<file path="config.mk">
export PLATFORM = sky130hd
export DESIGN_NAME = lc4_core
export DESIGN_NICKNAME = d
export VERILOG_FILES = /design/src/logic/lc4_pkg.sv /design/src/logic/lc4_fwd_if.sv /design/src/logic/lc4_core.sv /design/src/logic/lc4_decoder.sv /design/src/logic/lc4_execute.sv /design/src/logic/lc4_fetch.sv /design/src/logic/lc4_memwb.sv /design/src/logic/lc4_regfile.sv
export VERILOG_INCLUDE_DIRS = /design/src /design/src/include
export SDC_FILE = /design/constraint.sdc
export NUM_CORES = 1
export LEC_CHECK = 0
export BUFFER_PORTS_ARGS = -buffer_cell sky130_fd_sc_hd__buf_2
export CORE_MARGIN = 2
export CORE_UTILIZATION = 55
export CTS_CLUSTER_DIAMETER = 50
export DETAILED_ROUTE_END_ITERATION = 16
export PLACE_DENSITY = 0.83
export SLEW_MARGIN = 20
export SYNTH_ARGS = -nofsm -noshare
export SYNTH_HDL_FRONTEND = slang
export SYNTH_HIERARCHICAL = 1
export SYNTH_SLANG_ARGS = --single-unit
</file>
<file path="constraint.sdc">
create_clock -name gwe -period 5.7 [get_ports gwe]
set_input_delay 1.14 -clock gwe [delete_from_list [all_inputs] [get_ports gwe]]
set_output_delay 1.14 -clock gwe [all_outputs]
set_load 0.01 [all_outputs]
</file>
<file path="src/include/lc4_macros.svh">
`ifndef LC4_MACROS_SVH
`define LC4_MACROS_SVH

// datapath and address width
`define LC4_XLEN 16

// size of the register file
`define LC4_NREGS 8

// first fetch address out of reset
`define LC4_RESET_PC 16'h8200

// BR with an empty mask, never taken
`define LC4_NOP_INSN 16'h0000

`endif

</file>
<file path="src/logic/lc4_pkg.sv">
`include "lc4_macros.svh"

package lc4_pkg;

    typedef logic [`LC4_XLEN-1:0] lc4_word_t;
    typedef logic [2:0] lc4_rsel_t;

    // values match insn[15:12]
    typedef enum logic [3:0] {
        OP_BR    = 4'h0,
        OP_ARITH = 4'h1,
        OP_LOGIC = 4'h5,
        OP_LDR   = 4'h6,
        OP_STR   = 4'h7,
        OP_CONST = 4'h9,
        OP_OTHER = 4'hf
    } lc4_opcode_e;

    typedef enum logic [2:0] {
        ALU_ADD,
        ALU_SUB,
        ALU_AND,
        ALU_PASS_IMM,
        ALU_NONE
    } lc4_alu_op_e;

    typedef struct packed {
        lc4_rsel_t   rs_sel;
        lc4_rsel_t   rt_sel;
        lc4_rsel_t   rd_sel;
        logic        rs_re;
        logic        rt_re;
        logic        regfile_we;
        logic        nzp_we;
        logic        is_load;
        logic        is_store;
        logic        is_branch;
        logic [2:0]  nzp_mask;
        lc4_alu_op_e alu_op;
        logic        use_imm;
        lc4_word_t   imm;
    } lc4_ctrl_t;

endpackage

</file>
<file path="src/logic/lc4_fwd_if.sv">
`timescale 1ns/1ps
`include "lc4_macros.svh"

// results travelling back from memory and writeback into execute
interface lc4_fwd_if;
    logic                 m_we;
    logic [2:0]           m_sel;
    logic [`LC4_XLEN-1:0] m_data;
    logic                 m_nzp_we;
    logic [2:0]           m_nzp;
    logic                 w_we;
    logic [2:0]           w_sel;
    logic [`LC4_XLEN-1:0] w_data;
    logic                 w_nzp_we;
    logic [2:0]           w_nzp;

    modport src (
        output m_we, m_sel, m_data, m_nzp_we, m_nzp,
        output w_we, w_sel, w_data, w_nzp_we, w_nzp
    );

    modport dst (
        input m_we, m_sel, m_data, m_nzp_we, m_nzp,
        input w_we, w_sel, w_data, w_nzp_we, w_nzp
    );
endinterface

</file>
<file path="src/logic/lc4_core.sv">
`timescale 1ns/1ps

module lc4_core import lc4_pkg::*; (
    input  logic       gwe,
    input  logic       i_rst,
    output lc4_word_t  o_imem_addr,
    input  lc4_word_t  i_imem_insn,
    output lc4_word_t  o_dmem_addr,
    output logic       o_dmem_we,
    output lc4_word_t  o_dmem_wdata,
    input  lc4_word_t  i_dmem_rdata,
    output logic       o_trace_valid,
    output lc4_word_t  o_trace_pc,
    output lc4_word_t  o_trace_insn,
    output logic       o_regfile_we,
    output lc4_rsel_t  o_regfile_wsel,
    output lc4_word_t  o_regfile_wdata,
    output logic       o_nzp_we,
    output logic [2:0] o_nzp_bits
);

    lc4_word_t d_pc;
    lc4_word_t d_insn;
    logic      d_valid;
    logic      stall;
    logic      flush;
    lc4_word_t target;
    lc4_rsel_t rs_sel;
    lc4_rsel_t rt_sel;
    lc4_word_t rs_data;
    lc4_word_t rt_data;
    lc4_ctrl_t x_ctrl;
    lc4_word_t x_pc;
    lc4_word_t x_insn;
    logic      x_valid;
    lc4_word_t x_result;
    lc4_word_t x_store_data;

    lc4_fwd_if fwd ();

    // register read fields; a store names its data register in insn[11:9]
    assign rs_sel = d_insn[8:6];
    assign rt_sel = (d_insn[15:12] == OP_STR) ? d_insn[11:9] : d_insn[2:0];

    lc4_fetch u_fetch (
        .gwe         (gwe),
        .i_rst       (i_rst),
        .i_stall     (stall),
        .i_flush     (flush),
        .i_target    (target),
        .o_imem_addr (o_imem_addr),
        .i_imem_insn (i_imem_insn),
        .o_d_pc      (d_pc),
        .o_d_insn    (d_insn),
        .o_d_valid   (d_valid)
    );

    lc4_regfile u_regfile (
        .gwe       (gwe),
        .i_rst     (i_rst),
        .i_rs_sel  (rs_sel),
        .i_rt_sel  (rt_sel),
        .o_rs_data (rs_data),
        .o_rt_data (rt_data),
        .i_we      (o_regfile_we),
        .i_wsel    (o_regfile_wsel),
        .i_wdata   (o_regfile_wdata)
    );

    lc4_execute u_execute (
        .gwe            (gwe),
        .i_rst          (i_rst),
        .i_d_pc         (d_pc),
        .i_d_insn       (d_insn),
        .i_d_valid      (d_valid),
        .i_rs_data      (rs_data),
        .i_rt_data      (rt_data),
        .fwd            (fwd.dst),
        .o_stall        (stall),
        .o_flush        (flush),
        .o_target       (target),
        .o_x_ctrl       (x_ctrl),
        .o_x_pc         (x_pc),
        .o_x_insn       (x_insn),
        .o_x_valid      (x_valid),
        .o_x_result     (x_result),
        .o_x_store_data (x_store_data)
    );

    lc4_memwb u_memwb (
        .gwe             (gwe),
        .i_rst           (i_rst),
        .i_x_ctrl        (x_ctrl),
        .i_x_pc          (x_pc),
        .i_x_insn        (x_insn),
        .i_x_valid       (x_valid),
        .i_x_result      (x_result),
        .i_x_store_data  (x_store_data),
        .o_dmem_addr     (o_dmem_addr),
        .o_dmem_we       (o_dmem_we),
        .o_dmem_wdata    (o_dmem_wdata),
        .i_dmem_rdata    (i_dmem_rdata),
        .fwd             (fwd.src),
        .o_trace_valid   (o_trace_valid),
        .o_trace_pc      (o_trace_pc),
        .o_trace_insn    (o_trace_insn),
        .o_regfile_we    (o_regfile_we),
        .o_regfile_wsel  (o_regfile_wsel),
        .o_regfile_wdata (o_regfile_wdata),
        .o_nzp_we        (o_nzp_we),
        .o_nzp_bits      (o_nzp_bits)
    );

endmodule

</file>
<file path="src/logic/lc4_decoder.sv">
`timescale 1ns/1ps

module lc4_decoder import lc4_pkg::*; (
    input  lc4_word_t i_insn,
    output lc4_ctrl_t o_ctrl
);

    lc4_opcode_e opcode;

    always_comb begin
        case (i_insn[15:12])
            4'h0:    opcode = OP_BR;
            4'h1:    opcode = OP_ARITH;
            4'h5:    opcode = OP_LOGIC;
            4'h6:    opcode = OP_LDR;
            4'h7:    opcode = OP_STR;
            4'h9:    opcode = OP_CONST;
            default: opcode = OP_OTHER;
        endcase
    end

    always_comb begin
        o_ctrl        = '0;
        o_ctrl.alu_op = ALU_NONE;
        o_ctrl.rd_sel = i_insn[11:9];
        o_ctrl.rs_sel = i_insn[8:6];
        o_ctrl.rt_sel = i_insn[2:0];
        case (opcode)
            OP_BR: begin
                o_ctrl.is_branch = 1'b1;
                o_ctrl.nzp_mask  = i_insn[11:9];
                o_ctrl.imm       = {{7{i_insn[8]}}, i_insn[8:0]};
            end
            OP_ARITH, OP_LOGIC: begin
                // imm5 form, or register form with sub-op in insn[5:3]
                if (i_insn[5]) begin
                    o_ctrl.rs_re      = 1'b1;
                    o_ctrl.regfile_we = 1'b1;
                    o_ctrl.nzp_we     = 1'b1;
                    o_ctrl.use_imm    = 1'b1;
                    o_ctrl.imm        = {{11{i_insn[4]}}, i_insn[4:0]};
                    o_ctrl.alu_op     = (opcode == OP_ARITH) ? ALU_ADD : ALU_AND;
                end else if (i_insn[5:3] == 3'b000 ||
                             (opcode == OP_ARITH && i_insn[5:3] == 3'b010)) begin
                    o_ctrl.rs_re      = 1'b1;
                    o_ctrl.rt_re      = 1'b1;
                    o_ctrl.regfile_we = 1'b1;
                    o_ctrl.nzp_we     = 1'b1;
                    if (opcode == OP_LOGIC) begin
                        o_ctrl.alu_op = ALU_AND;
                    end else begin
                        o_ctrl.alu_op = (i_insn[5:3] == 3'b000) ? ALU_ADD : ALU_SUB;
                    end
                end
            end
            OP_LDR, OP_STR: begin
                // address is base plus imm6
                o_ctrl.rs_re      = 1'b1;
                o_ctrl.use_imm    = 1'b1;
                o_ctrl.imm        = {{10{i_insn[5]}}, i_insn[5:0]};
                o_ctrl.alu_op     = ALU_ADD;
                o_ctrl.is_load    = (opcode == OP_LDR);
                o_ctrl.is_store   = (opcode == OP_STR);
                o_ctrl.regfile_we = (opcode == OP_LDR);
                o_ctrl.nzp_we     = (opcode == OP_LDR);
                o_ctrl.rt_re      = (opcode == OP_STR);
                o_ctrl.rt_sel     = (opcode == OP_STR) ? i_insn[11:9] : i_insn[2:0];
            end
            OP_CONST: begin
                o_ctrl.regfile_we = 1'b1;
                o_ctrl.nzp_we     = 1'b1;
                o_ctrl.imm        = {{7{i_insn[8]}}, i_insn[8:0]};
                o_ctrl.alu_op     = ALU_PASS_IMM;
            end
            default: begin
                // unsupported encodings retire with no side effects
                o_ctrl.alu_op = ALU_NONE;
            end
        endcase
    end

endmodule

</file>
<file path="src/logic/lc4_execute.sv">
`timescale 1ns/1ps
`include "lc4_macros.svh"

module lc4_execute import lc4_pkg::*; (
    input  logic      gwe,
    input  logic      i_rst,
    input  lc4_word_t i_d_pc,
    input  lc4_word_t i_d_insn,
    input  logic      i_d_valid,
    input  lc4_word_t i_rs_data,
    input  lc4_word_t i_rt_data,
    lc4_fwd_if.dst    fwd,
    output logic      o_stall,
    output logic      o_flush,
    output lc4_word_t o_target,
    output lc4_ctrl_t o_x_ctrl,
    output lc4_word_t o_x_pc,
    output lc4_word_t o_x_insn,
    output logic      o_x_valid,
    output lc4_word_t o_x_result,
    output lc4_word_t o_x_store_data
);

    lc4_ctrl_t  d_ctrl;
    lc4_ctrl_t  x_ctrl_q;
    logic       x_valid_q;
    lc4_word_t  x_pc_q;
    lc4_word_t  x_insn_q;
    lc4_word_t  x_rs_q;
    lc4_word_t  x_rt_q;
    lc4_word_t  rs_val;
    lc4_word_t  rt_val;
    lc4_word_t  alu_b;
    lc4_word_t  alu_out;
    logic [2:0] nzp_q;
    logic [2:0] nzp_cur;
    logic       bubble;

    lc4_decoder u_dec (
        .i_insn (i_d_insn),
        .o_ctrl (d_ctrl)
    );

    // store data from a load is covered later by the WM path
    assign o_stall = i_d_valid && x_valid_q && x_ctrl_q.is_load &&
                     ((d_ctrl.rs_re && d_ctrl.rs_sel == x_ctrl_q.rd_sel) ||
                      (d_ctrl.rt_re && !d_ctrl.is_store && d_ctrl.rt_sel == x_ctrl_q.rd_sel));

    assign bubble = !i_d_valid || o_stall || o_flush;

    always_ff @(posedge gwe) begin
        if (i_rst || bubble) begin
            x_valid_q <= 1'b0;
            x_ctrl_q  <= '0;
            x_insn_q  <= `LC4_NOP_INSN;
        end else begin
            x_valid_q <= 1'b1;
            x_ctrl_q  <= d_ctrl;
            x_insn_q  <= i_d_insn;
        end
    end

    always_ff @(posedge gwe) begin
        x_pc_q <= i_d_pc;
        x_rs_q <= i_rs_data;
        x_rt_q <= i_rt_data;
    end

    // MX before WX before the register read
    assign rs_val = (fwd.m_we && fwd.m_sel == x_ctrl_q.rs_sel) ? fwd.m_data :
                    (fwd.w_we && fwd.w_sel == x_ctrl_q.rs_sel) ? fwd.w_data : x_rs_q;
    assign rt_val = (fwd.m_we && fwd.m_sel == x_ctrl_q.rt_sel) ? fwd.m_data :
                    (fwd.w_we && fwd.w_sel == x_ctrl_q.rt_sel) ? fwd.w_data : x_rt_q;

    assign alu_b = x_ctrl_q.use_imm ? x_ctrl_q.imm : rt_val;

    always_comb begin
        case (x_ctrl_q.alu_op)
            ALU_ADD:      alu_out = rs_val + alu_b;
            ALU_SUB:      alu_out = rs_val - alu_b;
            ALU_AND:      alu_out = rs_val & alu_b;
            ALU_PASS_IMM: alu_out = x_ctrl_q.imm;
            default:      alu_out = '0;
        endcase
    end

    // architectural NZP updated as instructions leave writeback
    always_ff @(posedge gwe) begin
        if (i_rst) begin
            nzp_q <= '0;
        end else if (fwd.w_nzp_we) begin
            nzp_q <= fwd.w_nzp;
        end
    end

    assign nzp_cur = fwd.m_nzp_we ? fwd.m_nzp :
                     fwd.w_nzp_we ? fwd.w_nzp : nzp_q;

    assign o_flush  = x_valid_q && x_ctrl_q.is_branch && |(x_ctrl_q.nzp_mask & nzp_cur);
    assign o_target = x_pc_q + lc4_word_t'(1) + x_ctrl_q.imm;

    assign o_x_ctrl       = x_ctrl_q;
    assign o_x_pc         = x_pc_q;
    assign o_x_insn       = x_insn_q;
    assign o_x_valid      = x_valid_q;
    assign o_x_result     = alu_out;
    assign o_x_store_data = rt_val;

    // the instruction fetched behind a taken branch never reaches decode
    a_flush_from_branch: assert property (@(posedge gwe) disable iff (i_rst)
        o_flush |=> !i_d_valid);

endmodule

</file>
<file path="src/logic/lc4_fetch.sv">
`timescale 1ns/1ps
`include "lc4_macros.svh"

module lc4_fetch import lc4_pkg::*; (
    input  logic      gwe,
    input  logic      i_rst,
    input  logic      i_stall,
    input  logic      i_flush,
    input  lc4_word_t i_target,
    output lc4_word_t o_imem_addr,
    input  lc4_word_t i_imem_insn,
    output lc4_word_t o_d_pc,
    output lc4_word_t o_d_insn,
    output logic      o_d_valid
);

    lc4_word_t pc_q;

    assign o_imem_addr = pc_q;

    always_ff @(posedge gwe) begin
        if (i_rst) begin
            pc_q      <= `LC4_RESET_PC;
            o_d_insn  <= `LC4_NOP_INSN;
            o_d_valid <= 1'b0;
        end else if (i_flush) begin
            // redirect and kill whatever was fetched this cycle
            pc_q      <= i_target;
            o_d_insn  <= `LC4_NOP_INSN;
            o_d_valid <= 1'b0;
        end else if (!i_stall) begin
            pc_q      <= pc_q + lc4_word_t'(1);
            o_d_insn  <= i_imem_insn;
            o_d_valid <= 1'b1;
        end
    end

    // pc of the decode instruction, only meaningful with o_d_valid
    always_ff @(posedge gwe) begin
        if (!i_stall) begin
            o_d_pc <= pc_q;
        end
    end

    // load-use and branch hazards come from different instructions
    a_no_stall_and_flush: assert property (@(posedge gwe) disable iff (i_rst)
        !(i_stall && i_flush));

endmodule

</file>
<file path="src/logic/lc4_memwb.sv">
`timescale 1ns/1ps
`include "lc4_macros.svh"

module lc4_memwb import lc4_pkg::*; (
    input  logic       gwe,
    input  logic       i_rst,
    input  lc4_ctrl_t  i_x_ctrl,
    input  lc4_word_t  i_x_pc,
    input  lc4_word_t  i_x_insn,
    input  logic       i_x_valid,
    input  lc4_word_t  i_x_result,
    input  lc4_word_t  i_x_store_data,
    output lc4_word_t  o_dmem_addr,
    output logic       o_dmem_we,
    output lc4_word_t  o_dmem_wdata,
    input  lc4_word_t  i_dmem_rdata,
    lc4_fwd_if.src     fwd,
    output logic       o_trace_valid,
    output lc4_word_t  o_trace_pc,
    output lc4_word_t  o_trace_insn,
    output logic       o_regfile_we,
    output lc4_rsel_t  o_regfile_wsel,
    output lc4_word_t  o_regfile_wdata,
    output logic       o_nzp_we,
    output logic [2:0] o_nzp_bits
);

    lc4_ctrl_t  m_ctrl;
    logic       m_valid;
    lc4_word_t  m_pc;
    lc4_word_t  m_insn;
    lc4_word_t  m_result;
    lc4_word_t  m_store_data;
    lc4_word_t  m_value;
    logic [2:0] m_nzp_bits;

    always_ff @(posedge gwe) begin
        if (i_rst) begin
            m_valid <= 1'b0;
            m_ctrl  <= '0;
        end else begin
            m_valid <= i_x_valid;
            m_ctrl  <= i_x_ctrl;
        end
    end

    always_ff @(posedge gwe) begin
        m_pc         <= i_x_pc;
        m_insn       <= i_x_insn;
        m_result     <= i_x_result;
        m_store_data <= i_x_store_data;
    end

    assign o_dmem_addr = m_result;
    assign o_dmem_we   = m_valid && m_ctrl.is_store;

    // WM bypass for store data
    assign o_dmem_wdata = (o_regfile_we && o_regfile_wsel == m_ctrl.rt_sel) ?
                          o_regfile_wdata : m_store_data;

    assign m_value    = m_ctrl.is_load ? i_dmem_rdata : m_result;
    assign m_nzp_bits = {m_value[`LC4_XLEN-1],
                         m_value == '0,
                         !m_value[`LC4_XLEN-1] && m_value != '0};

    always_ff @(posedge gwe) begin
        if (i_rst) begin
            o_trace_valid  <= 1'b0;
            o_regfile_we   <= 1'b0;
            o_regfile_wsel <= '0;
            o_nzp_we       <= 1'b0;
        end else begin
            o_trace_valid  <= m_valid;
            o_regfile_we   <= m_ctrl.regfile_we;
            o_regfile_wsel <= m_ctrl.rd_sel;
            o_nzp_we       <= m_ctrl.nzp_we;
        end
    end

    always_ff @(posedge gwe) begin
        o_trace_pc      <= m_pc;
        o_trace_insn    <= m_insn;
        o_regfile_wdata <= m_value;
        o_nzp_bits      <= m_nzp_bits;
    end

    // load data is not ready for MX, the stall covers that case
    assign fwd.m_we     = m_ctrl.regfile_we && !m_ctrl.is_load;
    assign fwd.m_sel    = m_ctrl.rd_sel;
    assign fwd.m_data   = m_result;
    assign fwd.m_nzp_we = m_ctrl.nzp_we;
    assign fwd.m_nzp    = m_nzp_bits;
    assign fwd.w_we     = o_regfile_we;
    assign fwd.w_sel    = o_regfile_wsel;
    assign fwd.w_data   = o_regfile_wdata;
    assign fwd.w_nzp_we = o_nzp_we;
    assign fwd.w_nzp    = o_nzp_bits;

    // decode never marks one instruction as both load and store
    a_store_not_load: assert property (@(posedge gwe) disable iff (i_rst)
        !(o_dmem_we && m_ctrl.is_load));

endmodule

</file>
<file path="src/logic/lc4_regfile.sv">
`timescale 1ns/1ps
`include "lc4_macros.svh"

module lc4_regfile import lc4_pkg::*; (
    input  logic      gwe,
    input  logic      i_rst,
    input  lc4_rsel_t i_rs_sel,
    input  lc4_rsel_t i_rt_sel,
    output lc4_word_t o_rs_data,
    output lc4_word_t o_rt_data,
    input  logic      i_we,
    input  lc4_rsel_t i_wsel,
    input  lc4_word_t i_wdata
);

    lc4_word_t regs [`LC4_NREGS];

    always_ff @(posedge gwe) begin
        if (i_rst) begin
            for (int i = 0; i < `LC4_NREGS; i++) begin
                regs[i] <= '0;
            end
        end else if (i_we) begin
            regs[i_wsel] <= i_wdata;
        end
    end

    // writeback result is visible to decode in the same cycle
    assign o_rs_data = (i_we && i_wsel == i_rs_sel) ? i_wdata : regs[i_rs_sel];
    assign o_rt_data = (i_we && i_wsel == i_rt_sel) ? i_wdata : regs[i_rt_sel];

endmodule

</file>
; Yosys cells after proc, flatten, opt, wreduce, memory -nomap -nowiden
; Memory sizes are Yosys's and may differ from the RTL's. A register that Yosys moved wholly into a read port is not among the register bits.
; Cells that the tools add are included.
[classes]
add_sub_neg = 5
mul = 0
n_div = 0
magnitude_cmp = 0
n_eq_ne = 24
shifts = 0
muxes = 46
bitwise = 4
reduce_logical = 42
[ops]
columns = operator, n
row1 = $mux 16, 12
row2 = $pmux 16 s4, 1
row3 = $pmux 16 s3, 1
row4 = $add 16x1->16 const B, 2
row5 = $add 16x16->16, 2
row6 = $mux 3, 10
row7 = $eq 3x3->1, 9
row8 = $eq 4x3->1 const B, 6
row9 = $pmux 4 s6, 1
row10 = $logic_and 1x1->1, 19
row11 = $mux 17, 1
row12 = $and 16x16->16, 1
row13 = $logic_not 16->1, 1
row14 = $reduce_bool 16->1, 1
row15 = $reduce_or 16->1, 1
row16 = $sub 16x16->16, 1
row17 = $reduce_or 2->1, 6
row18 = $mux 1, 11
row19 = $eq 3x2->1 const B, 3
row20 = $pmux 3 s3, 1
row21 = $eq 4x1->1 const B, 2
row22 = $eq 4x4->1 const B, 2
row23 = $logic_not 4->1, 2
row24 = $mux 4, 2
row25 = other kinds (12), 23
[totals]
regBits = 286
latch_bits = 0
ramBits = 128
rom_bits = 0
input_bits = 34
out_inout_bits = 106
word_cells = 163
mem_count = 1
[memory_table]
columns = name, depth, width, read_ports, rd_ports_with_merged_regs, wr, line
row1 = u_regfile.regs, 8, 16, 2, 1, 8, lc4_regfile.sv:16  ; lc4_word_t regs [`LC4_NREGS];

; Logic depth before layout (Yosys ltp)
[logic_depth]
ltp_word = 16
mapped_depth = 24
mapped_depth_nobuf = 20

; Hierarchy
; Netlist, hierarchy kept.
[modules_own_cells]
columns = module, instances, cells_each, area_each_um2, seq_area_each_um2
row1 = lc4_regfile, 1, 445, 7453.4, 3843.7
row2 = lc4_execute, 1, 682, 5921.9, 2142.1
row3 = lc4_memwb, 1, 249, 3609.7, 2622.5
row4 = lc4_fetch, 1, 175, 1938.1, 1141.1
row5 = lc4_decoder, 1, 70, 531.8, 0.0
row6 = lc4_core, 1, 4, 68.8, 0.0

; Worst setup path after synthesis
; OpenSTA, ideal clock, no wires.
[synth_timing]
path_type = flip-flop to flip-flop
start = register u_memwb/m_ctrl[25] in the netlist's numbering
end = register u_memwb.m_result[15], in the netlist u_memwb/fwd.m_data[15]
setup_time_ns = 0.070
t_arrival_ns = 4.418
path_slack_ns = 1.212
path_stages_with_launch = 20
path_buffers = 3
period_less_slack_ns = 4.488
path_cell_list = dfxtp_1 -> buf_6 -> clkbuf_1 -> nor2b_1 -> and4_1 -> buf_2 -> a221oi_2 -> o31ai_2 -> or4_4 -> nor4_4 -> a31oi_1 -> xnor2_1 -> ha_1 -> or3_1 -> o31ai_1 -> o21ai_1 -> nor4_1 -> a211oi_1 -> o2111a_1 -> a21oi_1
[synth_via]
elab_chain_cells = 7
[synth_lines]
columns = item, line
row1 = from (decl), lc4_memwb.sv:28  ; lc4_ctrl_t m_ctrl;
row2 = from (signal assigned), lc4_memwb.sv:43  ; m_ctrl <= i_x_ctrl;
row3 = $logic_not 1->1 (*), lc4_memwb.sv:88  ; assign fwd.m_we = m_ctrl.regfile_we && !m_ctrl.is_load;
row4 = $logic_and 1x1->1 (*), lc4_memwb.sv:88
row5 = via fwd.m_we, lc4_fwd_if.sv:6  ; logic m_we;
row6 = $logic_and 1x1->1, lc4_execute.sv:72  ; assign rt_val = (fwd.m_we && fwd.m_sel == x_ctrl_q.rt_sel) ? fwd.m_data :
row7 = $mux 16, lc4_execute.sv:72
row8 = $mux 16, lc4_execute.sv:75  ; assign alu_b = x_ctrl_q.use_imm ? x_ctrl_q.imm : rt_val;
row9 = "$sub 16x16->16, or another cell as far along", lc4_execute.sv:80  ; ALU_SUB: alu_out = rs_val - alu_b;
row10 = $pmux 16 s4 (*), lc4_execute.sv:78  ; case (x_ctrl_q.alu_op)
row11 = via x_result[15], lc4_core.sv:36  ; lc4_word_t x_result;
row12 = to (signal assigned), lc4_memwb.sv:50  ; m_result <= i_x_result;
row13 = to (decl), lc4_memwb.sv:32  ; lc4_word_t m_result;
; Mark *: on every way through the listed nets, which the timed path passes. The rest lies on a longest branch.
; A chain may end at the register's enable or synchronous reset.

; Final worst setup path
[layout_timing]
start = register u_memwb.o_regfile_wsel[1], in the netlist u_memwb/fwd.w_sel[1]
end = register u_memwb.m_result[15], in the netlist u_memwb/fwd.m_data[15]
[layout_via]
elab_chain_cells = 7
[layout_lines]
columns = item, line
row1 = from (decl), lc4_memwb.sv:22  ; output lc4_rsel_t o_regfile_wsel,
row2 = from (signal assigned), lc4_memwb.sv:75  ; o_regfile_wsel <= m_ctrl.rd_sel;
row3 = $eq 3x3->1 (*), lc4_execute.sv:73  ; (fwd.w_we && fwd.w_sel == x_ctrl_q.rt_sel) ? fwd.w_data : x_rt_q;
row4 = $logic_and 1x1->1 (*), lc4_execute.sv:73
row5 = $mux 16 (*), lc4_execute.sv:73
row6 = $mux 16 (*), lc4_execute.sv:72
row7 = via x_store_data[0], lc4_core.sv:37  ; lc4_word_t x_store_data;
row8 = $mux 16 (*), lc4_execute.sv:75
row9 = $sub 16x16->16 / $add 16x16->16 (equally long branches), "lc4_execute.sv:80, lc4_execute.sv:79"
row10 = $pmux 16 s4 (*), lc4_execute.sv:78
row11 = via x_result[15], lc4_core.sv:36
; Marked as above.

==> results.yml <==
global_route:
  antenna_violations_before_repair: 0
  grt_first_pass_wirelength_um: 75280
  grt_start_max_net_pins: 47
  grt_overflow_total: 0
  grt_util_all_layers_pct: 27.14
  grt_pass1_vias: 13140
routing:
  first_iteration_detailed_routing_drc_count: 1302
  drtPass1Iterations: 7
  wl_cell_um: 22.70
  route.detailed.vias_per_inst: 6.039
  ant_nets_after_route: 0
  finalWirelength_um: 49970
  route.detailed.drc: 0
  routed-via-count: 13290
sta:
  fin_worst_skew_ns: 0.02917
  fmax_mhz: 191.8
  worst-slew-pin-transition_ns: 1.040
  timing.final.hold_violations: 0
  maxSlewHeadroom_pct: 30.43
  tns_ns: 0
  report.final.setup_viol: 0
  slew_violations: 0
  finalCriticalPeriod_ns: 5.214
  fin_crit_sh_pct: 91.48
pwr:
  cellLeakagePower_nw: 9.049
  power_density_nw_per_um2: 349.3
  peakVddDrop_mv: 0.2860
  design_power_total_mw: 7.552
floorplanning:
  die_w_um: 192.2
  initial_utilization_pct: 56.09
  die-height_um: 192.2
  num_io_pins: 140
  core_area_um2: 34710
  design.die.area_um2: 36920
  placement_rows: 68
clocking:
  clock_tree.root_cell: "sky130_fd_sc_hd__clkbuf_16"
  worst_skew_pair.late_latency_ns: 0.58
  cts.clk_slew.worst_paths_ns: 0.06
  post_cts_resized: 0
  h-tree-depth: 2
  cts_tree: "built"
  cts_hold_repair.buffers: 0
  clockBufferDepth: 3
  numCtsBuffers: 44
  numClockSinks: 413
  post_cts_buffers: 0
setup_path:
  reg2regPathDepth: 20
  worstSetupEndpointType: "flop"
  worst-endpoint-required_ns: 6.14
  path_cells: "xor2_1 > nand4bb_1 > buf_4 > mux2i_1 > o21ai_1 > nor2b_1 > a21oi_1 > ha_1 > nor2_1 > xnor2_1 > ha_1 > o21a_1 > o31ai_1 > a2111oi_1 > o31ai_1 > o21ai_1 > nor4_1 > a211oi_1 > o2111a_1 > a21oi_1"
  peak_per_stage_delay_on_the_critical_path_ns: 0.63
  cp_slowest_cell: "sky130_fd_sc_hd__dfxtp_1"
  setup.worst_path.start_class: "flop"
  critPathKind: "flop to flop"
  crit_arrival_ns: 5.65
  cp_max_fo: 19
min_path:
  cell_depth_of_the_worst_min_delay_path: 0
  hold_path_class: "flop to flop"
job:
  max_cap_violations: 0
final_layout:
  layout.cells.non_filler: 2201
  combined_flip_flop_and_latch_cell_area_um2: 9711
  largest_register_ffs: 128
  design_area_um2: 21620
  multi_input_comb_area_um2: 8816
  max_flop_register: "u_regfile/regs"
  diodes: 0
  areaGrowthSynthToFinish_pct: 11.05
  drive_gt1_share_pct: 21.53
  fill_cells: 2662
  finish.net_count: 1782
logic_synthesis:
  postSynthAreaPerCell_um2: 12.01
  synthesis.nets: 1690
  synth.yosys.warnings: 6
  post_synth_inst_count: 1621
  synth_area_um2: 19470
placed_design:
  gp_congestion: 0.9157
  placed_cells: 2120
  hpwlAfterDp_um: 33540
  io_buffer_count: 139
  detailed_place.area_um2: 20190
run_status:
  outcome: "finished clean"
power by group:
part           total [mW]  switching, mW  internal (mW)  leakage [nW]
clock network        2.75           1.17           1.57         0.691
logic                1.24          0.718          0.526          4.64
registers            3.56          0.303           3.26          3.72
worst max-delay path, delay by kind of cell (launching register included):
| kind | cells | cell delay [ns] |
|---|---|---|
| AO/OA/AOI/OAI | 10 | 2.30 |
| XOR/XNOR | 2 | 0.43 |
| adder cells (fa/ha/maj) | 2 | 0.69 |
| buffers and inverters | 1 | 0.26 |
| flip-flops | 1 | 0.63 |
| multiplexers | 1 | 0.22 |
| AND/OR/NAND/NOR | 4 | 0.56 |
final cells by class:
type | count | area share, %
Clock inverter | 17 | 0.7928
Clock buffer | 62 | 5.694
Timing Repair Buffer | 181 | 4.710
Sequential cell | 413 | 44.91
Tap cell | 455 | 2.633
Inverter | 28 | 0.4861
Multi-Input combinational cell | 1045 | 40.77
layer usage:
layer	GRT usage [%]	wire, um	share of wire [%]	up-vias
li1	-	-	-	6032
met1	35.95	20240	41	6489
met2	44.02	23290	47	661
met3	5.591	4639	9.3	109
met4	10.19	1803	3.6	0
met5	0	0	0	-
metrics by stage:
stage / utilization [%] / hold WS, ns / setup WS, ns
CTS: 62.21 / 0.3191 / 0.4012
detailed placement: 58.17 / 0.3121 / 0.4502
global route: 62.29 / 0.3273 / -0.01557
finish: 62.29 / 0.3204 / 0.4855
floorplan: - / 0.3096 / 1.212
global placement: 58.17 / 0.3109 / 0.6825
cells in the final DEF (no fill, tap or decap), types with 6 or more instances in the layout:
master / instances
sky130_fd_sc_hd__a211oi_1: 13
sky130_fd_sc_hd__a21o_1: 6
sky130_fd_sc_hd__a21oi_1: 54
sky130_fd_sc_hd__a221oi_1: 7
sky130_fd_sc_hd__a31oi_1: 6
sky130_fd_sc_hd__a32oi_1: 6
sky130_fd_sc_hd__and2_1: 187
sky130_fd_sc_hd__and3_1: 15
sky130_fd_sc_hd__buf_2: 139
sky130_fd_sc_hd__buf_4: 40
sky130_fd_sc_hd__clkbuf_1: 10
sky130_fd_sc_hd__clkbuf_16: 44
sky130_fd_sc_hd__clkbuf_8: 6
sky130_fd_sc_hd__dfxtp_1: 268
sky130_fd_sc_hd__edfxtp_1: 144
sky130_fd_sc_hd__ha_1: 33
sky130_fd_sc_hd__inv_1: 27
sky130_fd_sc_hd__mux2_1: 21
sky130_fd_sc_hd__mux2_2: 69
sky130_fd_sc_hd__mux2_4: 17
sky130_fd_sc_hd__mux2i_1: 36
sky130_fd_sc_hd__mux4_1: 60
sky130_fd_sc_hd__nand2_1: 54
sky130_fd_sc_hd__nand2b_1: 9
sky130_fd_sc_hd__nand3_1: 22
sky130_fd_sc_hd__nand4_1: 10
sky130_fd_sc_hd__nor2_1: 112
sky130_fd_sc_hd__nor2b_1: 41
sky130_fd_sc_hd__nor3_1: 32
sky130_fd_sc_hd__nor4_1: 8
sky130_fd_sc_hd__o21ai_0: 26
sky130_fd_sc_hd__o31ai_1: 16
sky130_fd_sc_hd__or2_2: 8
sky130_fd_sc_hd__or3_1: 10
sky130_fd_sc_hd__xnor2_1: 56
sky130_fd_sc_hd__xor2_1: 16
final timing paths:
path	slack (ns)	end	start
min	0.32	u_memwb/o_trace_insn[2]$_DFF_P_	u_memwb/m_insn[2]$_DFF_P_
max	0.49	u_memwb/fwd.m_data[15]$_DFF_P_	u_memwb/fwd.w_sel[1]$_SDFF_PP0_
min reg2reg	0.32	u_memwb/o_trace_insn[2]$_DFF_P_	u_memwb/m_insn[2]$_DFF_P_
max reg2reg	0.49	u_memwb/fwd.m_data[15]$_DFF_P_	u_memwb/fwd.w_sel[1]$_SDFF_PP0_
No activity file was read; power rests on OpenSTA's default activity.
